--- src/design/minerPkg.sv ---
`default_nettype none

package minerPkg;

	localparam int headerBits = 640;
	localparam int blockBits = 512;
	localparam int digestBits = 256;
	localparam int nonceBits = 32;

	// one bit, zeros, then the 64-bit message length
	localparam logic [383:0] tailTwoPad = {1'b1, 319'b0, 64'd640};
	localparam logic [255:0] finalPad = {1'b1, 191'b0, 64'd256};

	// job states of the block sequencer
	localparam int stateBits = 3;
	localparam logic [stateBits-1:0] stateIdle = 3'd0;
	localparam logic [stateBits-1:0] stateFirst = 3'd1;
	localparam logic [stateBits-1:0] stateSecond = 3'd2;
	localparam logic [stateBits-1:0] stateFinal = 3'd3;
	localparam logic [stateBits-1:0] stateDrain = 3'd4;

endpackage

`default_nettype wire

--- src/design/shaPkg.sv ---
`default_nettype none

package shaPkg;

	localparam int rounds = 64;

	// H0 in the top word
	localparam logic [255:0] initHash = {
		32'h6a09e667, 32'hbb67ae85, 32'h3c6ef372, 32'ha54ff53a,
		32'h510e527f, 32'h9b05688c, 32'h1f83d9ab, 32'h5be0cd19
	};

	localparam logic [31:0] roundK [rounds] = '{
		32'h428a2f98, 32'h71374491, 32'hb5c0fbcf, 32'he9b5dba5,
		32'h3956c25b, 32'h59f111f1, 32'h923f82a4, 32'hab1c5ed5,
		32'hd807aa98, 32'h12835b01, 32'h243185be, 32'h550c7dc3,
		32'h72be5d74, 32'h80deb1fe, 32'h9bdc06a7, 32'hc19bf174,
		32'he49b69c1, 32'hefbe4786, 32'h0fc19dc6, 32'h240ca1cc,
		32'h2de92c6f, 32'h4a7484aa, 32'h5cb0a9dc, 32'h76f988da,
		32'h983e5152, 32'ha831c66d, 32'hb00327c8, 32'hbf597fc7,
		32'hc6e00bf3, 32'hd5a79147, 32'h06ca6351, 32'h14292967,
		32'h27b70a85, 32'h2e1b2138, 32'h4d2c6dfc, 32'h53380d13,
		32'h650a7354, 32'h766a0abb, 32'h81c2c92e, 32'h92722c85,
		32'ha2bfe8a1, 32'ha81a664b, 32'hc24b8b70, 32'hc76c51a3,
		32'hd192e819, 32'hd6990624, 32'hf40e3585, 32'h106aa070,
		32'h19a4c116, 32'h1e376c08, 32'h2748774c, 32'h34b0bcb5,
		32'h391c0cb3, 32'h4ed8aa4a, 32'h5b9cca4f, 32'h682e6ff3,
		32'h748f82ee, 32'h78a5636f, 32'h84c87814, 32'h8cc70208,
		32'h90befffa, 32'ha4506ceb, 32'hbef9a3f7, 32'hc67178f2
	};

endpackage

`default_nettype wire

--- src/design/blockSequencer.sv ---
`default_nettype none

module blockSequencer (
	input wire clock,
	input wire reset,
	input wire start,
	input wire [minerPkg::headerBits-1:0] header,
	input wire [minerPkg::nonceBits-1:0] startNonce,
	input wire [minerPkg::nonceBits-1:0] nonceCount,
	output logic busy,
	output logic done,
	output logic coreLoad,
	output logic [minerPkg::blockBits-1:0] coreBlock,
	output logic [minerPkg::digestBits-1:0] coreChain,
	input wire coreBusy,
	input wire digestValid,
	input wire [minerPkg::digestBits-1:0] digest,
	output logic hashValid,
	output logic [minerPkg::nonceBits-1:0] hashNonce,
	input wire hit,
	input wire miss
);

	logic [minerPkg::stateBits-1:0] state;
	logic issued; // a block of this state is in the core
	logic taken;
	logic inJob;
	logic [minerPkg::headerBits-minerPkg::nonceBits-1:0] headerReg; // nonce field dropped
	logic [minerPkg::nonceBits-1:0] nonce, remaining;
	logic [minerPkg::nonceBits-1:0] swappedNonce;
	logic [minerPkg::digestBits-1:0] midstate, firstDigest;

	assign busy = state != minerPkg::stateIdle;
	assign inJob = state == minerPkg::stateFirst || state == minerPkg::stateSecond
		|| state == minerPkg::stateFinal;
	assign coreLoad = inJob && !issued && !coreBusy;
	// digests of blocks orphaned by a hit arrive with issued low
	assign taken = issued && digestValid;
	assign hashValid = taken && state == minerPkg::stateFinal;
	assign hashNonce = nonce;
	assign swappedNonce = {<<8{nonce}}; // little-endian in the header

	always_comb begin
		case (state)
			minerPkg::stateSecond:
				coreBlock = {headerReg[95:0], swappedNonce, minerPkg::tailTwoPad};
			minerPkg::stateFinal:
				coreBlock = {firstDigest, minerPkg::finalPad};
			default:
				coreBlock = headerReg[607:96];
		endcase
	end

	assign coreChain = state == minerPkg::stateSecond ? midstate : shaPkg::initHash;

	always_ff @(posedge clock) begin
		if (reset) begin
			state <= minerPkg::stateIdle;
			issued <= 1'b0;
			done <= 1'b0;
		end else begin
			done <= 1'b0;
			if (coreLoad)
				issued <= 1'b1;
			if (taken)
				issued <= 1'b0;
			case (state)
				minerPkg::stateIdle:
					if (start)
						state <= minerPkg::stateFirst;
				minerPkg::stateFirst:
					if (taken)
						state <= minerPkg::stateSecond;
				minerPkg::stateSecond:
					if (hit) begin // verdict on the previous nonce
						state <= minerPkg::stateIdle;
						issued <= 1'b0;
						done <= 1'b1;
					end else if (taken) begin
						state <= minerPkg::stateFinal;
					end
				minerPkg::stateFinal:
					if (taken)
						state <= remaining == 1 ? minerPkg::stateDrain : minerPkg::stateSecond;
				minerPkg::stateDrain:
					if (hit || miss) begin
						state <= minerPkg::stateIdle;
						done <= 1'b1;
					end
				default:
					state <= minerPkg::stateIdle;
			endcase
		end
	end

	always_ff @(posedge clock) begin
		if (state == minerPkg::stateIdle && start) begin
			headerReg <= header[minerPkg::headerBits-1:minerPkg::nonceBits];
			nonce <= startNonce;
			remaining <= nonceCount; // zero runs the whole nonce space
		end
		if (taken && state == minerPkg::stateFirst)
			midstate <= digest;
		if (taken && state == minerPkg::stateSecond)
			firstDigest <= digest;
		if (hashValid && remaining != 1) begin
			nonce <= nonce + 1'b1;
			remaining <= remaining - 1'b1;
		end
	end

	doneDuringLoad: assert property (@(posedge clock) disable iff (reset) !(done && coreLoad))
		else $error("done raised while a block is being loaded");

endmodule

`default_nettype wire

--- src/design/minerTop.sv ---
`default_nettype none

module minerTop (
	input wire clock,
	input wire reset,
	input wire start,
	input wire [minerPkg::headerBits-1:0] header,
	input wire [minerPkg::nonceBits-1:0] startNonce,
	input wire [minerPkg::nonceBits-1:0] nonceCount,
	input wire [minerPkg::digestBits-1:0] target,
	output logic busy,
	output logic done,
	output logic found,
	output logic [minerPkg::nonceBits-1:0] foundNonce,
	output logic [minerPkg::digestBits-1:0] foundHash
);

	logic coreLoad, coreBusy, digestValid;
	logic [minerPkg::blockBits-1:0] coreBlock;
	logic [minerPkg::digestBits-1:0] coreChain, digest;
	logic hashValid, hit, miss;
	logic [minerPkg::nonceBits-1:0] hashNonce;
	logic startAccept;

	assign startAccept = start && !busy; // starts during a job are dropped

	blockSequencer i_sequencer (
		.clock(clock),
		.reset(reset),
		.start(start),
		.header(header),
		.startNonce(startNonce),
		.nonceCount(nonceCount),
		.busy(busy),
		.done(done),
		.coreLoad(coreLoad),
		.coreBlock(coreBlock),
		.coreChain(coreChain),
		.coreBusy(coreBusy),
		.digestValid(digestValid),
		.digest(digest),
		.hashValid(hashValid),
		.hashNonce(hashNonce),
		.hit(hit),
		.miss(miss)
	);

	sha256Core i_core (
		.clock(clock),
		.reset(reset),
		.load(coreLoad),
		.block(coreBlock),
		.chainIn(coreChain),
		.busy(coreBusy),
		.digestValid(digestValid),
		.digestOut(digest)
	);

	targetCheck i_check (
		.clock(clock),
		.reset(reset),
		.start(startAccept),
		.target(target),
		.hashValid(hashValid),
		.hashNonce(hashNonce),
		.digest(digest),
		.hit(hit),
		.miss(miss),
		.found(found),
		.foundNonce(foundNonce),
		.foundHash(foundHash)
	);

endmodule

`default_nettype wire

--- src/design/sha256Core.sv ---
`default_nettype none

module sha256Core (
	input wire clock,
	input wire reset,
	input wire load,
	input wire [minerPkg::blockBits-1:0] block,
	input wire [minerPkg::digestBits-1:0] chainIn,
	output logic busy,
	output logic digestValid,
	output logic [minerPkg::digestBits-1:0] digestOut
);

	logic [31:0] a, b, c, d, e, f, g, h;
	logic [31:0] w [16]; // w[0] is the current round word
	logic [minerPkg::digestBits-1:0] chain;
	logic [$clog2(shaPkg::rounds)-1:0] roundCount;
	logic [31:0] t1, t2, nextW;

	function automatic logic [31:0] ror(input logic [31:0] x, input int n);
		return (x >> n) | (x << (32 - n));
	endfunction

	always_comb begin
		t1 = h + (ror(e, 6) ^ ror(e, 11) ^ ror(e, 25)) + ((e & f) ^ (~e & g))
			+ shaPkg::roundK[roundCount] + w[0];
		t2 = (ror(a, 2) ^ ror(a, 13) ^ ror(a, 22)) + ((a & b) ^ (a & c) ^ (b & c));
		// W[t+16] from the window
		nextW = (ror(w[14], 17) ^ ror(w[14], 19) ^ (w[14] >> 10)) + w[9]
			+ (ror(w[1], 7) ^ ror(w[1], 18) ^ (w[1] >> 3)) + w[0];
	end

	always_ff @(posedge clock) begin
		if (reset) begin
			busy <= 1'b0;
			digestValid <= 1'b0;
			roundCount <= '0;
		end else begin
			digestValid <= busy && roundCount == shaPkg::rounds - 1;
			if (load) begin
				busy <= 1'b1;
				roundCount <= '0;
			end else if (busy) begin
				roundCount <= roundCount + 1'b1; // wraps to zero after the last round
				if (roundCount == shaPkg::rounds - 1)
					busy <= 1'b0;
			end
		end
	end

	always_ff @(posedge clock) begin
		if (load) begin
			{a, b, c, d, e, f, g, h} <= chainIn;
			chain <= chainIn;
			for (int i = 0; i < 16; i++) begin
				w[i] <= block[minerPkg::blockBits-1-32*i -: 32];
			end
		end else if (busy) begin
			h <= g;
			g <= f;
			f <= e;
			e <= d + t1;
			d <= c;
			c <= b;
			b <= a;
			a <= t1 + t2;
			for (int i = 0; i < 15; i++) begin
				w[i] <= w[i+1];
			end
			w[15] <= nextW;
		end
	end

	// feed-forward, read in the digestValid cycle
	assign digestOut = {
		chain[255:224] + a, chain[223:192] + b, chain[191:160] + c, chain[159:128] + d,
		chain[127:96] + e, chain[95:64] + f, chain[63:32] + g, chain[31:0] + h
	};

	loadWhileBusy: assert property (@(posedge clock) disable iff (reset) !(load && busy))
		else $error("block loaded into a busy core");

endmodule

`default_nettype wire

--- src/design/targetCheck.sv ---
`default_nettype none

module targetCheck (
	input wire clock,
	input wire reset,
	input wire start,
	input wire [minerPkg::digestBits-1:0] target,
	input wire hashValid,
	input wire [minerPkg::nonceBits-1:0] hashNonce,
	input wire [minerPkg::digestBits-1:0] digest,
	output logic hit,
	output logic miss,
	output logic found,
	output logic [minerPkg::nonceBits-1:0] foundNonce,
	output logic [minerPkg::digestBits-1:0] foundHash
);

	logic [minerPkg::digestBits-1:0] targetReg;
	logic [minerPkg::digestBits-1:0] hashValue;
	logic below;

	// digest bytes read as a little-endian number
	assign hashValue = {<<8{digest}};
	assign below = hashValue < targetReg;

	always_ff @(posedge clock) begin
		if (reset) begin
			hit <= 1'b0;
			miss <= 1'b0;
			found <= 1'b0;
		end else begin
			hit <= hashValid && below;
			miss <= hashValid && !below;
			if (hashValid && below)
				found <= 1'b1;
			else if (start)
				found <= 1'b0;
		end
	end

	always_ff @(posedge clock) begin
		if (start)
			targetReg <= target;
		if (hashValid && below) begin
			foundNonce <= hashNonce;
			foundHash <= digest; // raw, not byte-reversed
		end
	end

	hitAndMiss: assert property (@(posedge clock) disable iff (reset) !(hit && miss))
		else $error("hit and miss raised together");

endmodule

`default_nettype wire

--- config.mk ---
export PLATFORM = sky130hd
export DESIGN_NAME = minerTop
export DESIGN_NICKNAME = d
export VERILOG_FILES = /design/src/design/minerPkg.sv /design/src/design/shaPkg.sv /design/src/design/blockSequencer.sv /design/src/design/minerTop.sv /design/src/design/sha256Core.sv /design/src/design/targetCheck.sv
export SDC_FILE = /design/constraint.sdc
export NUM_CORES = 2
export LEC_CHECK = 0
export ABC_AREA = 0
export ABC_CLOCK_PERIOD_IN_PS = 87600
export BUFFER_PORTS_ARGS = -buffer_cell sky130_fd_sc_hd__buf_2
export CAP_MARGIN = 20
export CORE_MARGIN = 1.5
export CORE_UTILIZATION = 35
export CTS_CLUSTER_SIZE = 12
export DETAILED_ROUTE_END_ITERATION = 8
export HOLD_SLACK_MARGIN = 0.06
export PLACE_DENSITY = 0.53
export SLEW_MARGIN = 25
export SYNTH_ARGS = -nofsm -noshare
export SYNTH_HDL_FRONTEND = slang
export SYNTH_HIERARCHICAL = 1
export SYNTH_SLANG_ARGS = --single-unit
--- constraint.sdc ---
create_clock -name clock -period 87.6 [get_ports clock]
set_clock_uncertainty 0.1 [all_clocks]
set_input_delay 8.76 -clock clock [delete_from_list [all_inputs] [get_ports clock]]
set_output_delay 8.76 -clock clock [all_outputs]
set_load 0.01 [all_outputs]
==> flow_metrics.py <==
metrics = {
    "cts": {
        "clockBufferDepth": 4,
        "root_buffer": "clkbuf_16",
        "cts_sinks": 2768,
        "ctsHoldBuffers": 0,
        "clock_latency_ps": 980,
        "clkTransAtPathRegs_ps": 60,
        "post_cts_buffers": 0,
        "tritoncts": "built",
        "cts_buffers": 324,
        "htreeDepth": 5,
        "cts_resized": 0,
    },
    "setup_path": {
        "startpoint_type": "primary input",
        "critPathMaxStageDelay_ps": 730,
        "end_kind": "register",
        "crit_slowest_cell": "buf_4",
        "worstPathCellList": "buf_2, nand2_1, inv_8, buf_4, buf_4, buf_12, buf_16",
        "crit_type": "in2reg",
        "crit_top_cell": "buf_4",
        "cp.arrival_ps": 12310,
        "cp.required_ps": 88070,
        "cp_max_fo": 119,
        "reg2regPathDepth": 26,
    },
    "routing": {
        "drt_iter0_markers": 8717,
        "vias_per_cell": 5.28,
        "wl_um": 521000,
        "first_pass_iters": 9,
        "post_drt_wl_per_cell_um": 30.2,
        "num_vias": 91200,
        "drc": 106,
        "final_antenna_net_count": 0,
    },
    "floorplanning": {
        "fp-row-count": 229,
        "die_h_um": 628,
        "die_w_um": 628,
        "core_area_sq_mm": 0.389,
        "start_util_pct": 35.2,
        "die_area_sq_mm": 0.395,
        "ios": 1254,
    },
    "yosys": {
        "ys_seq_area_share_pct": 60.6,
        "synth_top_area_share_pct": 60.4,
        "async_reset_ff_share_pct": 0,
        "synth_edf_count": 2752,
        "ys_top_cells_by_area": "edfxtp_1 60%, ha_1 6.1%, mux2_2 5.8%, xnor2_1 3.1%, fa_1 2.9%",
        "synth_ff_type": "edfxtp_1",
        "ys_ff_latch": 2768,
        "synth.avg_cell_area_sq_um": 13.3,
        "ys_types": 107,
        "synth_nets": 12100,
        "synth_warnings": 6,
        "synth_top_area_cell": "edfxtp_1",
        "synth_cells": 10300,
        "synth_area_sq_mm": 0.137,
    },
    "timing": {
        "setup_viol": 0,
        "max-slew-margin-rel_pct": 18.7,
        "max_freq_mhz": 84.4,
        "final_max_slew_viol_count": 0,
        "period_share_pct": 13.5,
        "tns_ps": 0,
        "rsz0062_at_grt": "no",
        "worst_slew_pin_slew_ps": 1220,
        "layout_setup_ws_ps": 75750,
        "hold_violations": 0,
        "min_period_ps": 11850,
    },
    "finish": {
        "n_fill_cell": 36500,
        "final_util_pct": 41.5,
        "synthToLayoutAreaGrowth_pct": 18.0,
        "layout-drive-gt1-share_pct": 23.5,
        "layout.nets": 13500,
    },
    "grt": {
        "grt_pass1_wl_um": 711000,
        "grt_pass1_vias": 90000,
        "grt_max_degree": 193,
        "grt_usage_pct": 25.6,
        "antenna_found_initial": 231,
        "overflow": 0,
    },
    "run_status": {
        "outcome": "finished with violations",
        "failed_checks": "design-rule violations",
    },
    "place": {
        "place_ws_ps": 74720,
        "hpwl_um": 399000,
        "place_congestion": 0.922,
        "port_buffers": 1221,
    },
    "min_path": {
        "hold_path_class": "reg2reg",
        "worstHoldPathCells": 1,
    },
    "job": {
        "drv_cap": 0,
    },
}
state kept, by name, indices dropped and copies added, names as in the netlist, 6 cells and up:
signal,flops
i_check/foundNonce,32
i_core/chain,256
i_core/f,32
i_sequencer/headerReg,608
i_core/w,512
i_sequencer/midstate,256
i_check/targetReg,256
i_core/a,32
i_sequencer/remaining,32
i_core/d,32
i_check/foundHash,256
i_core/b,32
i_sequencer/firstDigest,256
i_core/c,32
i_core/roundCount,6
i_core/h,32
i_core/g,32
i_core/e,32
i_sequencer/hashNonce,32
metrics by stage:
stage               std cells  area (sq um)  hold slack, ps
finish                  17300        161000             407
global route            17200        161000             416
CTS                     17200        161000             388
detailed placement      16600        151000             409
global placement        16600        151000             404
floorplan               10300        137000             372
Yosys cell counts (148+ instances only):
cell / count
clkbuf_1: 350
o21ai_0: 624
fa_1: 197
a21oi_1: 431
edfxtp_1: 2752
xnor2_1: 490
and2_1: 389
or3_1: 161
mux2_2: 708
mux2i_1: 150
a21o_1: 174
inv_1: 663
nand2_1: 829
nor2_1: 319
xor2_1: 148
ha_1: 665
worst max-delay path: cells and delay by family:
family | cells | cell delay (ps)
buffers and inverters | 6 | 2970
AND/OR/NAND/NOR | 1 | 180
placed cells by master, fill, tap and decap left out, drive strengths merged, types with 17 or more instances in the layout:
master   count
a2111oi     17
a211oi      64
a21boi      21
a21o       176
a21oi      432
a31oi       30
and2       392
and3        35
and4        17
buf       1548
bufinv      25
clkbuf     382
clkinv     157
diode      111
edfxtp    2752
fa         197
ha         665
inv        682
maj3        30
mux2       709
mux2i      150
nand2      829
nand2b      53
nand3      111
nand4       79
nor2       319
nor2b       40
nor3       110
nor4        43
o211ai      37
o21a        70
o21ai      663
o21bai      51
o311ai      18
o31ai       34
or3        161
xnor2      490
xor2       148
worst paths after layout:
| kind | from | endpoint | slack (ps) |
|---|---|---|---|
| worst max register to register | i_core/e[0]$_DFFE_PP_ | i_check/foundHash[224]$_DFFE_PP_ | 76440 |
| worst min register to register | i_sequencer/midstate[118]$_DFFE_PP_ | i_core/chain[118]$_DFFE_PP_ | 410 |
| worst max-delay path | start | i_sequencer/headerReg[224]$_DFFE_PP_ | 75750 |
| worst min-delay path | i_sequencer/midstate[118]$_DFFE_PP_ | i_core/chain[118]$_DFFE_PP_ | 410 |
layout make-up:
class                           instances  area [sq um]  share of cell area, %
Clock inverter                        202          2000                   1.24
Tap cell                             5197          6500                   4.03
Sequential cell                      2768         83000                   51.4
Clock buffer                          382          8400                   5.20
Inverter                              665          2500                   1.55
Antenna cell                          111           278                  0.172
Timing Repair Buffer                 1548          8760                   5.43
Multi-Input combinational cell       6414         50100                   31.0
kinds of logic after synthesis:
family	after synthesis	share of synthesized area, %
flip-flops	2768	60.6
AO/OA/AOI/OAI	1769	7.90
XOR/XNOR	639	4.10
multiplexers	866	7.04
buffers and inverters	1075	3.01
adder cells (fa/ha/maj)	892	9.18
AND/OR/NAND/NOR	2248	8.16
layer usage:
layer / global-route usage, % / routed length (um) / vias up / share of wire (%)
met5: 0 / 480 / - / 0.092
met4: 10.8 / 24400 / 74 / 4.7
met3: 3.99 / 32900 / 903 / 6.3
met2: 41.6 / 244000 / 3552 / 47
met1: 34.1 / 220000 / 46000 / 42
li1: - / - / 40700 / -
Power is not shown: default switching activity piles up to over one toggle a cycle in this logic, so the estimate is an artifact.
